$ cat config.mk
export PLATFORM = sky130hd
export DESIGN_NAME = fp_cmp_unit
export DESIGN_NICKNAME = d
export VERILOG_FILES = /design/src/hdl/fp64_pkg.sv /design/src/hdl/fp_cmp_unit.sv /design/src/hdl/fp_except_status.sv /design/src/hdl/fp_result_fifo.sv /design/src/hdl/fp_compare64.sv /design/src/hdl/fp_decomp64.sv
export SDC_FILE = /design/constraint.sdc
export NUM_CORES = 1
export LEC_CHECK = 0
export ABC_AREA = 1
export BUFFER_PORTS_ARGS = -buffer_cell sky130_fd_sc_hd__buf_4
export CORE_MARGIN = 1.5
export CORE_UTILIZATION = 44
export DETAILED_ROUTE_END_ITERATION = 10
export HOLD_SLACK_MARGIN = 0.08
export SLEW_MARGIN = 20
export SYNTH_ARGS = -nofsm -noshare
export SYNTH_HDL_FRONTEND = slang
export SYNTH_SLANG_ARGS = --single-unit
$ cat constraint.sdc
create_clock -name clk -period 8.3 [get_ports clk]
set_clock_uncertainty 0.15 [all_clocks]
set_input_delay 0.83 -clock clk [delete_from_list [all_inputs] [get_ports clk]]
set_output_delay 0.83 -clock clk [all_outputs]
set_load 0.02 [all_outputs]
$ cat src/hdl/fp64_pkg.sv
// binary64 only; condition word positions are fixed, and bits 5-7 and 13-15 are reserved zero
`default_nettype none

package fp64_pkg;

	// ========================================
	// operand format
	// ========================================
	localparam int FP_WIDTH  = 64;
	localparam int EXP_WIDTH = 11;
	localparam int MAN_WIDTH = 52;
	// top bit indexes of the exponent and fraction fields
	localparam int EMSB = EXP_WIDTH - 1;
	localparam int FMSB = MAN_WIDTH - 1;

	// ========================================
	// condition word layout
	// ========================================
	localparam int COND_WIDTH = 16;
	localparam int COND_EQ  = 0;
	localparam int COND_LT  = 1;
	localparam int COND_LE  = 2;
	// magnitude-lt ignores both signs
	localparam int COND_MLT = 3;
	localparam int COND_UN  = 4;
	// inverse of each flag sits this many bits higher
	localparam int COND_INV_OFS = 8;

	// one operand word, seen either as plain bits or as ieee fields
	typedef union packed
	{
		logic [FP_WIDTH-1:0] raw;
		struct packed
		{
			logic                 sign;
			logic [EXP_WIDTH-1:0] exp;
			logic [MAN_WIDTH-1:0] man;
		} f;
	} fp64_word;

endpackage

`default_nettype wire
$ cat src/hdl/fp_cmp_unit.sv
// producer must honour FIFO_DEPTH credits; consumer starts with OUT_CREDITS, no ready signals
`timescale 1ns/1ns
`default_nettype none

module fp_cmp_unit
#(
	parameter int FIFO_DEPTH  = 4,
	parameter int OUT_CREDITS = 2
)
(
	input  logic                              clk,
	input  logic                              reset,
	input  logic                              in_valid,
	input  fp64_pkg::fp64_word                a,
	input  fp64_pkg::fp64_word                b,
	input  logic                              out_credit,
	input  logic                              status_clear,
	output logic                              in_credit,
	output logic                              out_valid,
	output logic [fp64_pkg::COND_WIDTH-1:0]   out_cond,
	output logic                              out_nan,
	output logic                              out_snan,
	output logic                              nan_sticky,
	output logic                              snan_sticky
);
	import fp64_pkg::*;

	// stage 1 operand register
	logic     s1_valid;
	fp64_word s1_a;
	fp64_word s1_b;

	// comparator results for the stage 1 pair
	logic [COND_WIDTH-1:0] cmp_cond;
	logic                  cmp_nan;
	logic                  cmp_snan;

	always_ff @(posedge clk)
	begin
		if (reset)
			s1_valid <= 1'b0;
		else
			s1_valid <= in_valid;
	end

	// operands held only when a pair arrives
	always_ff @(posedge clk)
	begin
		if (in_valid)
		begin
			s1_a <= a;
			s1_b <= b;
		end
	end

	fp_compare64 u_cmp (.a(s1_a), .b(s1_b), .o(cmp_cond), .nan(cmp_nan), .snan(cmp_snan));

	fp_except_status u_status (.clk(clk), .reset(reset), .valid(s1_valid), .nan(cmp_nan),
		.snan(cmp_snan), .clear(status_clear), .nan_sticky(nan_sticky),
		.snan_sticky(snan_sticky));

	// result written at the edge after stage 1 loads
	fp_result_fifo #(.FIFO_DEPTH(FIFO_DEPTH), .OUT_CREDITS(OUT_CREDITS)) u_fifo (.clk(clk),
		.reset(reset), .wr_en(s1_valid), .wr_cond(cmp_cond), .wr_nan(cmp_nan),
		.wr_snan(cmp_snan), .out_credit(out_credit), .out_valid(out_valid),
		.out_cond(out_cond), .out_nan(out_nan), .out_snan(out_snan), .in_credit(in_credit));

endmodule

`default_nettype wire

$ cat src/hdl/fp_except_status.sv
// sticky flags only change on valid compares; clear beats a set in the same cycle
`timescale 1ns/1ns
`default_nettype none

module fp_except_status
(
	input  logic clk,
	input  logic reset,
	input  logic valid,
	input  logic nan,
	input  logic snan,
	input  logic clear,
	output logic nan_sticky,
	output logic snan_sticky
);

	always_ff @(posedge clk)
	begin
		if (reset | clear)
		begin
			nan_sticky  <= 1'b0;
			snan_sticky <= 1'b0;
		end
		else if (valid)
		begin
			// accumulate, never drop a flag until cleared
			nan_sticky  <= nan_sticky | nan;
			snan_sticky <= snan_sticky | snan;
		end
	end

endmodule

`default_nettype wire

$ cat src/hdl/fp_result_fifo.sv
// FIFO_DEPTH must be a power of two >= 2; a write while full is dropped (producer out of credit)
`timescale 1ns/1ns
`default_nettype none

module fp_result_fifo
#(
	parameter int FIFO_DEPTH  = 4,
	parameter int OUT_CREDITS = 2
)
(
	input  logic                              clk,
	input  logic                              reset,
	input  logic                              wr_en,
	input  logic [fp64_pkg::COND_WIDTH-1:0]   wr_cond,
	input  logic                              wr_nan,
	input  logic                              wr_snan,
	input  logic                              out_credit,
	output logic                              out_valid,
	output logic [fp64_pkg::COND_WIDTH-1:0]   out_cond,
	output logic                              out_nan,
	output logic                              out_snan,
	output logic                              in_credit
);
	import fp64_pkg::*;

	localparam int PTR_W = $clog2(FIFO_DEPTH);
	localparam int CNT_W = PTR_W + 1;
	// wide enough for a consumer that returns credit well ahead of traffic
	localparam int CREDIT_W = 16;

	// entry storage, flags kept beside each condition word
	logic [COND_WIDTH-1:0] mem_cond [FIFO_DEPTH];
	logic                  mem_nan  [FIFO_DEPTH];
	logic                  mem_snan [FIFO_DEPTH];

	logic [PTR_W-1:0]    wr_ptr;
	logic [PTR_W-1:0]    rd_ptr;
	logic [CNT_W-1:0]    count;
	logic [CREDIT_W-1:0] credit;

	logic full;
	logic empty;
	logic do_wr;
	logic do_pop;

	assign full  = (count == CNT_W'(FIFO_DEPTH));
	assign empty = (count == '0);
	assign do_wr = wr_en & ~full;
	// one entry leaves per cycle while downstream credit remains
	assign do_pop = ~empty & (credit != '0);

	// ========================================
	// storage and output payload
	// ========================================
	always_ff @(posedge clk)
	begin
		if (do_wr)
		begin
			mem_cond[wr_ptr] <= wr_cond;
			mem_nan[wr_ptr]  <= wr_nan;
			mem_snan[wr_ptr] <= wr_snan;
		end
		// payload only meaningful while out_valid is high
		if (do_pop)
		begin
			out_cond <= mem_cond[rd_ptr];
			out_nan  <= mem_nan[rd_ptr];
			out_snan <= mem_snan[rd_ptr];
		end
	end

	// ========================================
	// pointers, occupancy and credit
	// ========================================
	always_ff @(posedge clk)
	begin
		if (reset)
		begin
			wr_ptr    <= '0;
			rd_ptr    <= '0;
			count     <= '0;
			credit    <= CREDIT_W'(OUT_CREDITS);
			out_valid <= 1'b0;
			in_credit <= 1'b0;
		end
		else
		begin
			// pointers wrap on their own since depth is a power of two
			if (do_wr)
				wr_ptr <= wr_ptr + 1'b1;
			if (do_pop)
				rd_ptr <= rd_ptr + 1'b1;
			count <= count + CNT_W'(do_wr) - CNT_W'(do_pop);
			// returned credit and a spend in the same cycle cancel out
			credit <= credit + CREDIT_W'(out_credit) - CREDIT_W'(do_pop);
			// each pop frees a slot, handed back upstream as one credit
			out_valid <= do_pop;
			in_credit <= do_pop;
		end
	end

endmodule

`default_nettype wire

$ cat src/hdl/fp_compare64.sv
// zero-cycle compare; lt/le/mlt are not masked by unordered, check the unordered bit first
`timescale 1ns/1ns
`default_nettype none

module fp_compare64
(
	input  fp64_pkg::fp64_word                  a,
	input  fp64_pkg::fp64_word                  b,
	output logic [fp64_pkg::COND_WIDTH-1:0]     o,
	output logic                                nan,
	output logic                                snan
);
	import fp64_pkg::*;

	// decomposed operand fields
	logic            sa, sb;
	logic [EMSB:0]   xa, xb;
	logic [FMSB:0]   ma, mb;
	logic            az, bz;
	logic            nan_a, nan_b;
	logic            snan_a, snan_b;

	// intermediate relations
	logic unordered;
	logic eq;
	logic lt;
	logic mag_lt;
	logic mag_gt;

	fp_decomp64 u_dec_a (.i(a), .sgn(sa), .exp(xa), .man(ma), .vz(az), .inf(),
		.nan(nan_a), .qnan(), .snan(snan_a));
	fp_decomp64 u_dec_b (.i(b), .sgn(sb), .exp(xb), .man(mb), .vz(bz), .inf(),
		.nan(nan_b), .qnan(), .snan(snan_b));

	assign unordered = nan_a | nan_b;

	// two zeros are equal whatever their signs
	assign eq = ~unordered & ((az & bz) | (a.raw == b.raw));

	// exponent above fraction, so one unsigned compare orders magnitudes
	assign mag_lt = {xa, ma} < {xb, mb};
	assign mag_gt = {xa, ma} > {xb, mb};

	// signs differ: negative one is smaller, except -0 vs +0
	// same sign: magnitude order, flipped when both negative
	assign lt = (sa ^ sb) ? (sa & ~(az & bz)) : (sa ? mag_gt : mag_lt);

	// ========================================
	// condition word
	// ========================================
	always_comb
	begin
		o = '0;
		o[COND_EQ]  = eq;
		o[COND_LT]  = lt;
		o[COND_LE]  = lt | eq;
		o[COND_MLT] = mag_lt;
		o[COND_UN]  = unordered;
		// inverse copies in the upper byte
		o[COND_INV_OFS + COND_EQ]  = ~eq;
		o[COND_INV_OFS + COND_LT]  = ~lt;
		o[COND_INV_OFS + COND_LE]  = ~(lt | eq);
		o[COND_INV_OFS + COND_MLT] = ~mag_lt;
		o[COND_INV_OFS + COND_UN]  = ~unordered;
	end

	// any nan input raises nan, snan only for signaling ones
	assign nan  = unordered;
	assign snan = snan_a | snan_b;

endmodule

`default_nettype wire

$ cat src/hdl/fp_decomp64.sv
// purely combinational; denormals are passed through untouched, nan kind taken from fraction msb
`timescale 1ns/1ns
`default_nettype none

module fp_decomp64
(
	input  fp64_pkg::fp64_word        i,
	output logic                      sgn,
	output logic [fp64_pkg::EMSB:0]   exp,
	output logic [fp64_pkg::FMSB:0]   man,
	output logic                      vz,
	output logic                      inf,
	output logic                      nan,
	output logic                      qnan,
	output logic                      snan
);
	import fp64_pkg::*;

	// field class helpers
	logic exp_ones;
	logic exp_zero;
	logic man_zero;

	// field split straight through the union view
	assign sgn = i.f.sign;
	assign exp = i.f.exp;
	assign man = i.f.man;

	assign exp_ones = &i.f.exp;
	assign exp_zero = ~|i.f.exp;
	assign man_zero = ~|i.f.man;

	// +0 and -0 both count as zero
	assign vz  = exp_zero & man_zero;
	// max exponent: infinity if fraction empty, nan otherwise
	assign inf = exp_ones & man_zero;
	assign nan = exp_ones & ~man_zero;
	// quiet nan has the top fraction bit set
	assign qnan = nan & i.f.man[FMSB];
	assign snan = nan & ~i.f.man[FMSB];

endmodule

`default_nettype wire

==> tab_implementation.tex <==
\begin{tabular}{lr}
\hline
Metric & Value \\
\hline
\multicolumn{2}{l}{\textbf{Outcome}} \\
\quad Status & finished clean \\
\multicolumn{2}{l}{\textbf{Worst hold path}} \\
\quad Worst min-delay path category & reg2reg \\
\quad Start point of the worst hold path & u\_status.snan\_sticky \\
\quad Instance count along the most critical hold path & 2 \\
\quad Endpoint, Worst Hold & u\_status.snan\_sticky \\
\multicolumn{2}{l}{\textbf{Route}} \\
\quad Routed length per instance & between 10 and 15 um \\
\quad DRC violations left & 0 \\
\quad Antenna-violating nets left & 0 \\
\quad Routed vias/inst & roughly 4.9 \\
\quad Pre-antenna DRT Iters & 7 \\
\quad Violation count after the first detailed-routing iteration & $\sim$270 \\
\quad Via total after detailed routing & around 7k \\
\quad Overall routed net length & between 20000 and 25000 um \\
\multicolumn{2}{l}{\textbf{Final layout}} \\
\quad Number of fill cells in the layout & about 2.0k \\
\quad Total Nets Final & 1354 \\
\quad Post-Route Utilization & around 54\% \\
\quad Area grow syn2layout & 21.0\% \\
\quad Summed area of non-filler cells in the final layout & 12400 um\^{}2 \\
\quad Share of final-layout standard cells stronger than drive strength 1 & 22.0\% \\
\multicolumn{2}{l}{\textbf{Floorplanning}} \\
\quad I/O pin count & about 160 \\
\quad Total Die Area & roughly 24000 um\^{}2 \\
\quad Row cnt & between 50 and 60 \\
\quad Initial core utilization & approximately 45\% \\
\quad Height of the chip & between 150 and 200 um \\
\quad Core box area & about 23000 um\^{}2 \\
\quad Die X-Extent & roughly 160 um \\
\multicolumn{2}{l}{\textbf{Setup path}} \\
\quad Beginning of the worst register-to-register path & u\_fifo.credit[4] \\
\quad Worst setup path class & reg2reg \\
\quad Slowest Stage Delay on Critical Path & between 0.3 and 0.4 ns \\
\quad Number of cell instances on the worst register-to-register path & 22 \\
\quad Worst reg2reg endpoint & u\_fifo.credit[12] \\
\quad Sort of element at the end of the critical path & flop \\
\quad CP Buf/Inv Count & 5 \\
\quad Worst endpoint data arrival time & $\sim$3.9 ns \\
\quad Critical path depth & 22 \\
\quad Required time of the critical path & between 8 and 9 ns \\
\quad Crit-path leading delay family & simple AND/OR/NAND/NOR gates \\
\quad Critical Path Fanout Max & 14 \\
\quad R2R setup slack & around 4.7 ns \\
\quad Cell repeated most along the worst path & sky130\_fd\_sc\_hd\_\_nand2\_1 \\
\quad Max stage delay cell, worst path & sky130\_fd\_sc\_hd\_\_ha\_1 \\
\quad Setup crit start kind & flop \\
\quad Worst-path cell chain & inv\_1 -> ha\_1 -> nand2\_1 -> nor4\_1 -> nand3\_1 -> nand2\_1 -> inv\_1 -> ha\_1 -> inv\_1 -> ha\_1 -> inv\_1 -> fa\_1 -> inv\_1 -> nand2\_1 -> a21oi\_1 -> nand3\_1 -> nand2\_1 -> a21boi\_2 -> o21ai\_1 -> nand2\_1 -> nand2\_1 -> nor2\_1 \\
\multicolumn{2}{l}{\textbf{STA}} \\
\quad Number of hold violations in the final report & 0 \\
\quad Relative slew slack & roughly 31\% \\
\quad Maximum clock rate & 275 MHz \\
\quad Final slew viol count & 0 \\
\quad Slew @ Worst Pin & 1.03 ns \\
\quad Minimum clock period after layout & between 3 and 4 ns \\
\quad Sum of negative setup slack & 0 ns \\
\quad Post-route worst setup slack & about 4.7 ns \\
\quad Final Setup Violations & 0 \\
\quad Tcrit/Tclk final & approximately 44\% \\
\quad Setup repair after global routing missed its margin & no \\
\multicolumn{2}{l}{\textbf{Power and ir drop}} \\
\quad Leakage power figure & 5.37 nW \\
\quad Overall power consumption & roughly 0.0034 W \\
\quad Power Density & around 270 nW/um\^{}2 \\
\quad Worst-case vdd ir drop & between 0.0001 and 0.00015 V \\
\multicolumn{2}{l}{\textbf{Global routing}} \\
\quad Antenna violations before repair & 1 \\
\quad GRT Overall Usage & between 10\% and 20\% \\
\quad Gr ovfl total & 0 \\
\quad Wire length of the first global-routing pass & between 30000 and 40000 um \\
\quad Via count of the first global-routing pass & between 6k and 7k \\
\quad Largest net degree at the start of global routing & between 80 and 90 \\
\multicolumn{2}{l}{\textbf{Logic synthesis}} \\
\quad Share of synthesized area occupied by flip-flops and latches & approximately three fifths \\
\quad Cells after Synth & about 960 \\
\quad Number of synthesized register bits & between 200 and 250 \\
\quad Synth warnings & 0 \\
\quad Post-Synthesis Mean Instance Area & between 10 and 15 um\^{}2 \\
\quad Netlist Area Pre-Place & around 10000 um\^{}2 \\
\quad Synth cell types & 39 \\
\multicolumn{2}{l}{\textbf{Clock network}} \\
\quad Clock tree from TritonCTS & yes \\
\quad Setup repair bufs after CTS & 0 \\
\quad Maximum clock insertion buffer count & 3 \\
\quad Worst-path clk slew & about 0.06 ns \\
\quad Inserted Clock Buffers & 23 \\
\quad CTS sink count & between 200 and 250 \\
\quad H-tree Lvls & 1 \\
\quad Clock root cell & sky130\_fd\_sc\_hd\_\_clkbuf\_16 \\
\quad Post-cts repair resize count & 0 \\
\quad Hold-fix buffers at CTS & 0 \\
\quad Worst skew pair latency & just over 0.5 ns \\
\multicolumn{2}{l}{\textbf{Placed design}} \\
\quad Worst setup timing slack at the placement stage & approximately 4.6 ns \\
\quad Input/output buffers & around 150 \\
\quad Standard cell area after detailed placement & roughly 12000 um\^{}2 \\
\quad HPWL Detailed & 15700 um \\
\quad Global placement routability congestion & between 0.8 and 0.9 \\
\multicolumn{2}{l}{\textbf{Flow run}} \\
\quad Count of max-cap constraint violations & 0 \\
\hline
\end{tabular}
## Yosys cell counts
cell type	n	area, um^2
sky130_fd_sc_hd__a21boi_2	1	11.3
sky130_fd_sc_hd__a21o_1	2	15.0
sky130_fd_sc_hd__a21oi_1	56	280
sky130_fd_sc_hd__a21oi_2	1	8.76
sky130_fd_sc_hd__and2_1	1	6.26
sky130_fd_sc_hd__buf_2	1	5.00
sky130_fd_sc_hd__buf_4	8	60.1
sky130_fd_sc_hd__clkbuf_1	7	26.3
sky130_fd_sc_hd__conb_1	1	3.75
sky130_fd_sc_hd__dfxtp_1	27	541
sky130_fd_sc_hd__edfxtp_1	183	5500
sky130_fd_sc_hd__fa_1	2	40.0
sky130_fd_sc_hd__ha_1	92	1150
sky130_fd_sc_hd__inv_1	121	454
sky130_fd_sc_hd__inv_2	39	146
sky130_fd_sc_hd__nand2_1	144	541
sky130_fd_sc_hd__nand2_2	12	75.1
sky130_fd_sc_hd__nand2_4	2	22.5
sky130_fd_sc_hd__nand3_1	20	100
sky130_fd_sc_hd__nand3_2	1	10.0
sky130_fd_sc_hd__nand3b_1	1	7.51
sky130_fd_sc_hd__nand4_1	36	225
sky130_fd_sc_hd__nand4_2	1	12.5
sky130_fd_sc_hd__nor2_1	119	447
sky130_fd_sc_hd__nor2_2	6	37.5
sky130_fd_sc_hd__nor2_4	3	33.8
sky130_fd_sc_hd__nor3_1	5	25.0
sky130_fd_sc_hd__nor3_2	3	30.0
sky130_fd_sc_hd__nor3_4	1	16.3
sky130_fd_sc_hd__nor4_1	7	43.8
sky130_fd_sc_hd__o21a_1	2	15.0
sky130_fd_sc_hd__o21ai_0	38	190
sky130_fd_sc_hd__o21ai_1	5	25.0
sky130_fd_sc_hd__o21bai_1	1	7.51
sky130_fd_sc_hd__o22ai_1	11	68.8
sky130_fd_sc_hd__o31a_1	1	8.76
sky130_fd_sc_hd__or2_1	1	6.26
sky130_fd_sc_hd__or2_2	1	6.26
sky130_fd_sc_hd__xor2_1	1	8.76
## area by class of cell
type	count	area, um^2	area share, %
clock inverter	15	149	1.21
antenna	1	2.50	0.0203
inverter	160	601	4.86
clock buffer	26	587	4.75
sequential	210	6040	48.9
multi-input combinational	583	3500	28.3
timing repair buffer	149	1120	9.06
tap	285	357	2.89
## metrics by stage
| step | hold WS [ns] | instances |
|---|---|---|
| final | 0.331 | 1429 |
| after global routing | 0.330 | 1429 |
| after CTS | 0.326 | 1428 |
| after detailed placement | 0.315 | 1387 |
| after global placement | 0.309 | 1387 |
| after floorplan | 0.293 | 969 |
## layout by cell type, fill, tap and decap left out, types with 3 or more instances in the layout
cell type	count
sky130_fd_sc_hd__a21oi_1	56
sky130_fd_sc_hd__buf_4	149
sky130_fd_sc_hd__bufinv_16	3
sky130_fd_sc_hd__clkbuf_1	3
sky130_fd_sc_hd__clkbuf_16	23
sky130_fd_sc_hd__clkinv_1	7
sky130_fd_sc_hd__clkinvlp_4	3
sky130_fd_sc_hd__conb_1	6
sky130_fd_sc_hd__dfxtp_1	27
sky130_fd_sc_hd__edfxtp_1	183
sky130_fd_sc_hd__ha_1	92
sky130_fd_sc_hd__inv_1	121
sky130_fd_sc_hd__inv_2	39
sky130_fd_sc_hd__nand2_1	144
sky130_fd_sc_hd__nand2_2	12
sky130_fd_sc_hd__nand3_1	20
sky130_fd_sc_hd__nand4_1	36
sky130_fd_sc_hd__nor2_1	118
sky130_fd_sc_hd__nor2_2	7
sky130_fd_sc_hd__nor2_4	3
sky130_fd_sc_hd__nor3_1	5
sky130_fd_sc_hd__nor3_2	3
sky130_fd_sc_hd__nor4_1	7
sky130_fd_sc_hd__o21ai_0	38
sky130_fd_sc_hd__o21ai_1	5
sky130_fd_sc_hd__o22ai_1	11
## kinds of logic after synthesis
group	count (synthesis)	synth area share, %
other	1	0.0367
DFF	210	59.1
adders and majority gates	94	11.7
and+or+nand+nor	364	16.1
xor gates and xnor gates	1	0.0858
buffers and inverters	176	6.78
AOI/OAI and AO/OA	118	6.18
## metal layers
layer,global-route usage (%),vias to the layer above,part of all wire [%]
met5,0,-,0
met2,30.1,155,47
met3,3.34,37,4.7
met1,22.9,3145,45
met4,4.99,0,2.5
li1,-,3596,-
## worst reg2reg max path, cell delays in order, from the launching register on
cell	delay, ns
sky130_fd_sc_hd__dfxtp_1	0.31
sky130_fd_sc_hd__inv_1	0.08
sky130_fd_sc_hd__ha_1	0.16
sky130_fd_sc_hd__nand2_1	0.07
sky130_fd_sc_hd__nor4_1	0.28
sky130_fd_sc_hd__nand3_1	0.10
sky130_fd_sc_hd__nand2_1	0.11
sky130_fd_sc_hd__inv_1	0.23
sky130_fd_sc_hd__ha_1	0.37
sky130_fd_sc_hd__inv_1	0.06
sky130_fd_sc_hd__ha_1	0.15
sky130_fd_sc_hd__inv_1	0.05
sky130_fd_sc_hd__fa_1	0.35
sky130_fd_sc_hd__inv_1	0.08
sky130_fd_sc_hd__nand2_1	0.06
sky130_fd_sc_hd__a21oi_1	0.20
sky130_fd_sc_hd__nand3_1	0.09
sky130_fd_sc_hd__nand2_1	0.19
sky130_fd_sc_hd__a21boi_2	0.10
sky130_fd_sc_hd__o21ai_1	0.17
sky130_fd_sc_hd__nand2_1	0.07
sky130_fd_sc_hd__nand2_1	0.06
sky130_fd_sc_hd__nor2_1	0.04
## registers in the layout, summed over array words and instances, names as in the netlist
name,flops
s1_a,64
s1_b,64
s1_valid,1
u_fifo.count,3
u_fifo.credit,16
u_fifo.mem_cond,40
u_fifo.mem_snan,4
u_fifo.out_cond,10
u_fifo.out_snan,1
u_fifo.out_valid,1
u_fifo.rd_ptr,2
u_fifo.wr_ptr,2
u_status.nan_sticky,1
u_status.snan_sticky,1
## power breakdown
group	switching (W)	internal, W	leakage [nW]	total, W
combinational	0.000600	0.000378	3.04	0.000979
clock	0.000400	0.000598	0.345	0.000998
sequential	0.0000847	0.00132	1.99	0.00141
total	0.00109	0.00230	5.37	0.00338
## worst max path at each step
stage                     startpoint                 to  slack, ns
CTS                 u_fifo.credit[4]  u_fifo.credit[12]       4.58
finish              u_fifo.credit[4]  u_fifo.credit[12]       4.67
global route        u_fifo.credit[4]  u_fifo.credit[12]       4.29
floorplan           u_fifo.credit[4]  u_fifo.credit[12]       5.11
detailed placement  u_fifo.credit[4]  u_fifo.credit[12]       4.63
global placement    u_fifo.credit[5]  u_fifo.credit[12]       4.71
No activity file was read; power rests on OpenSTA's default activity.
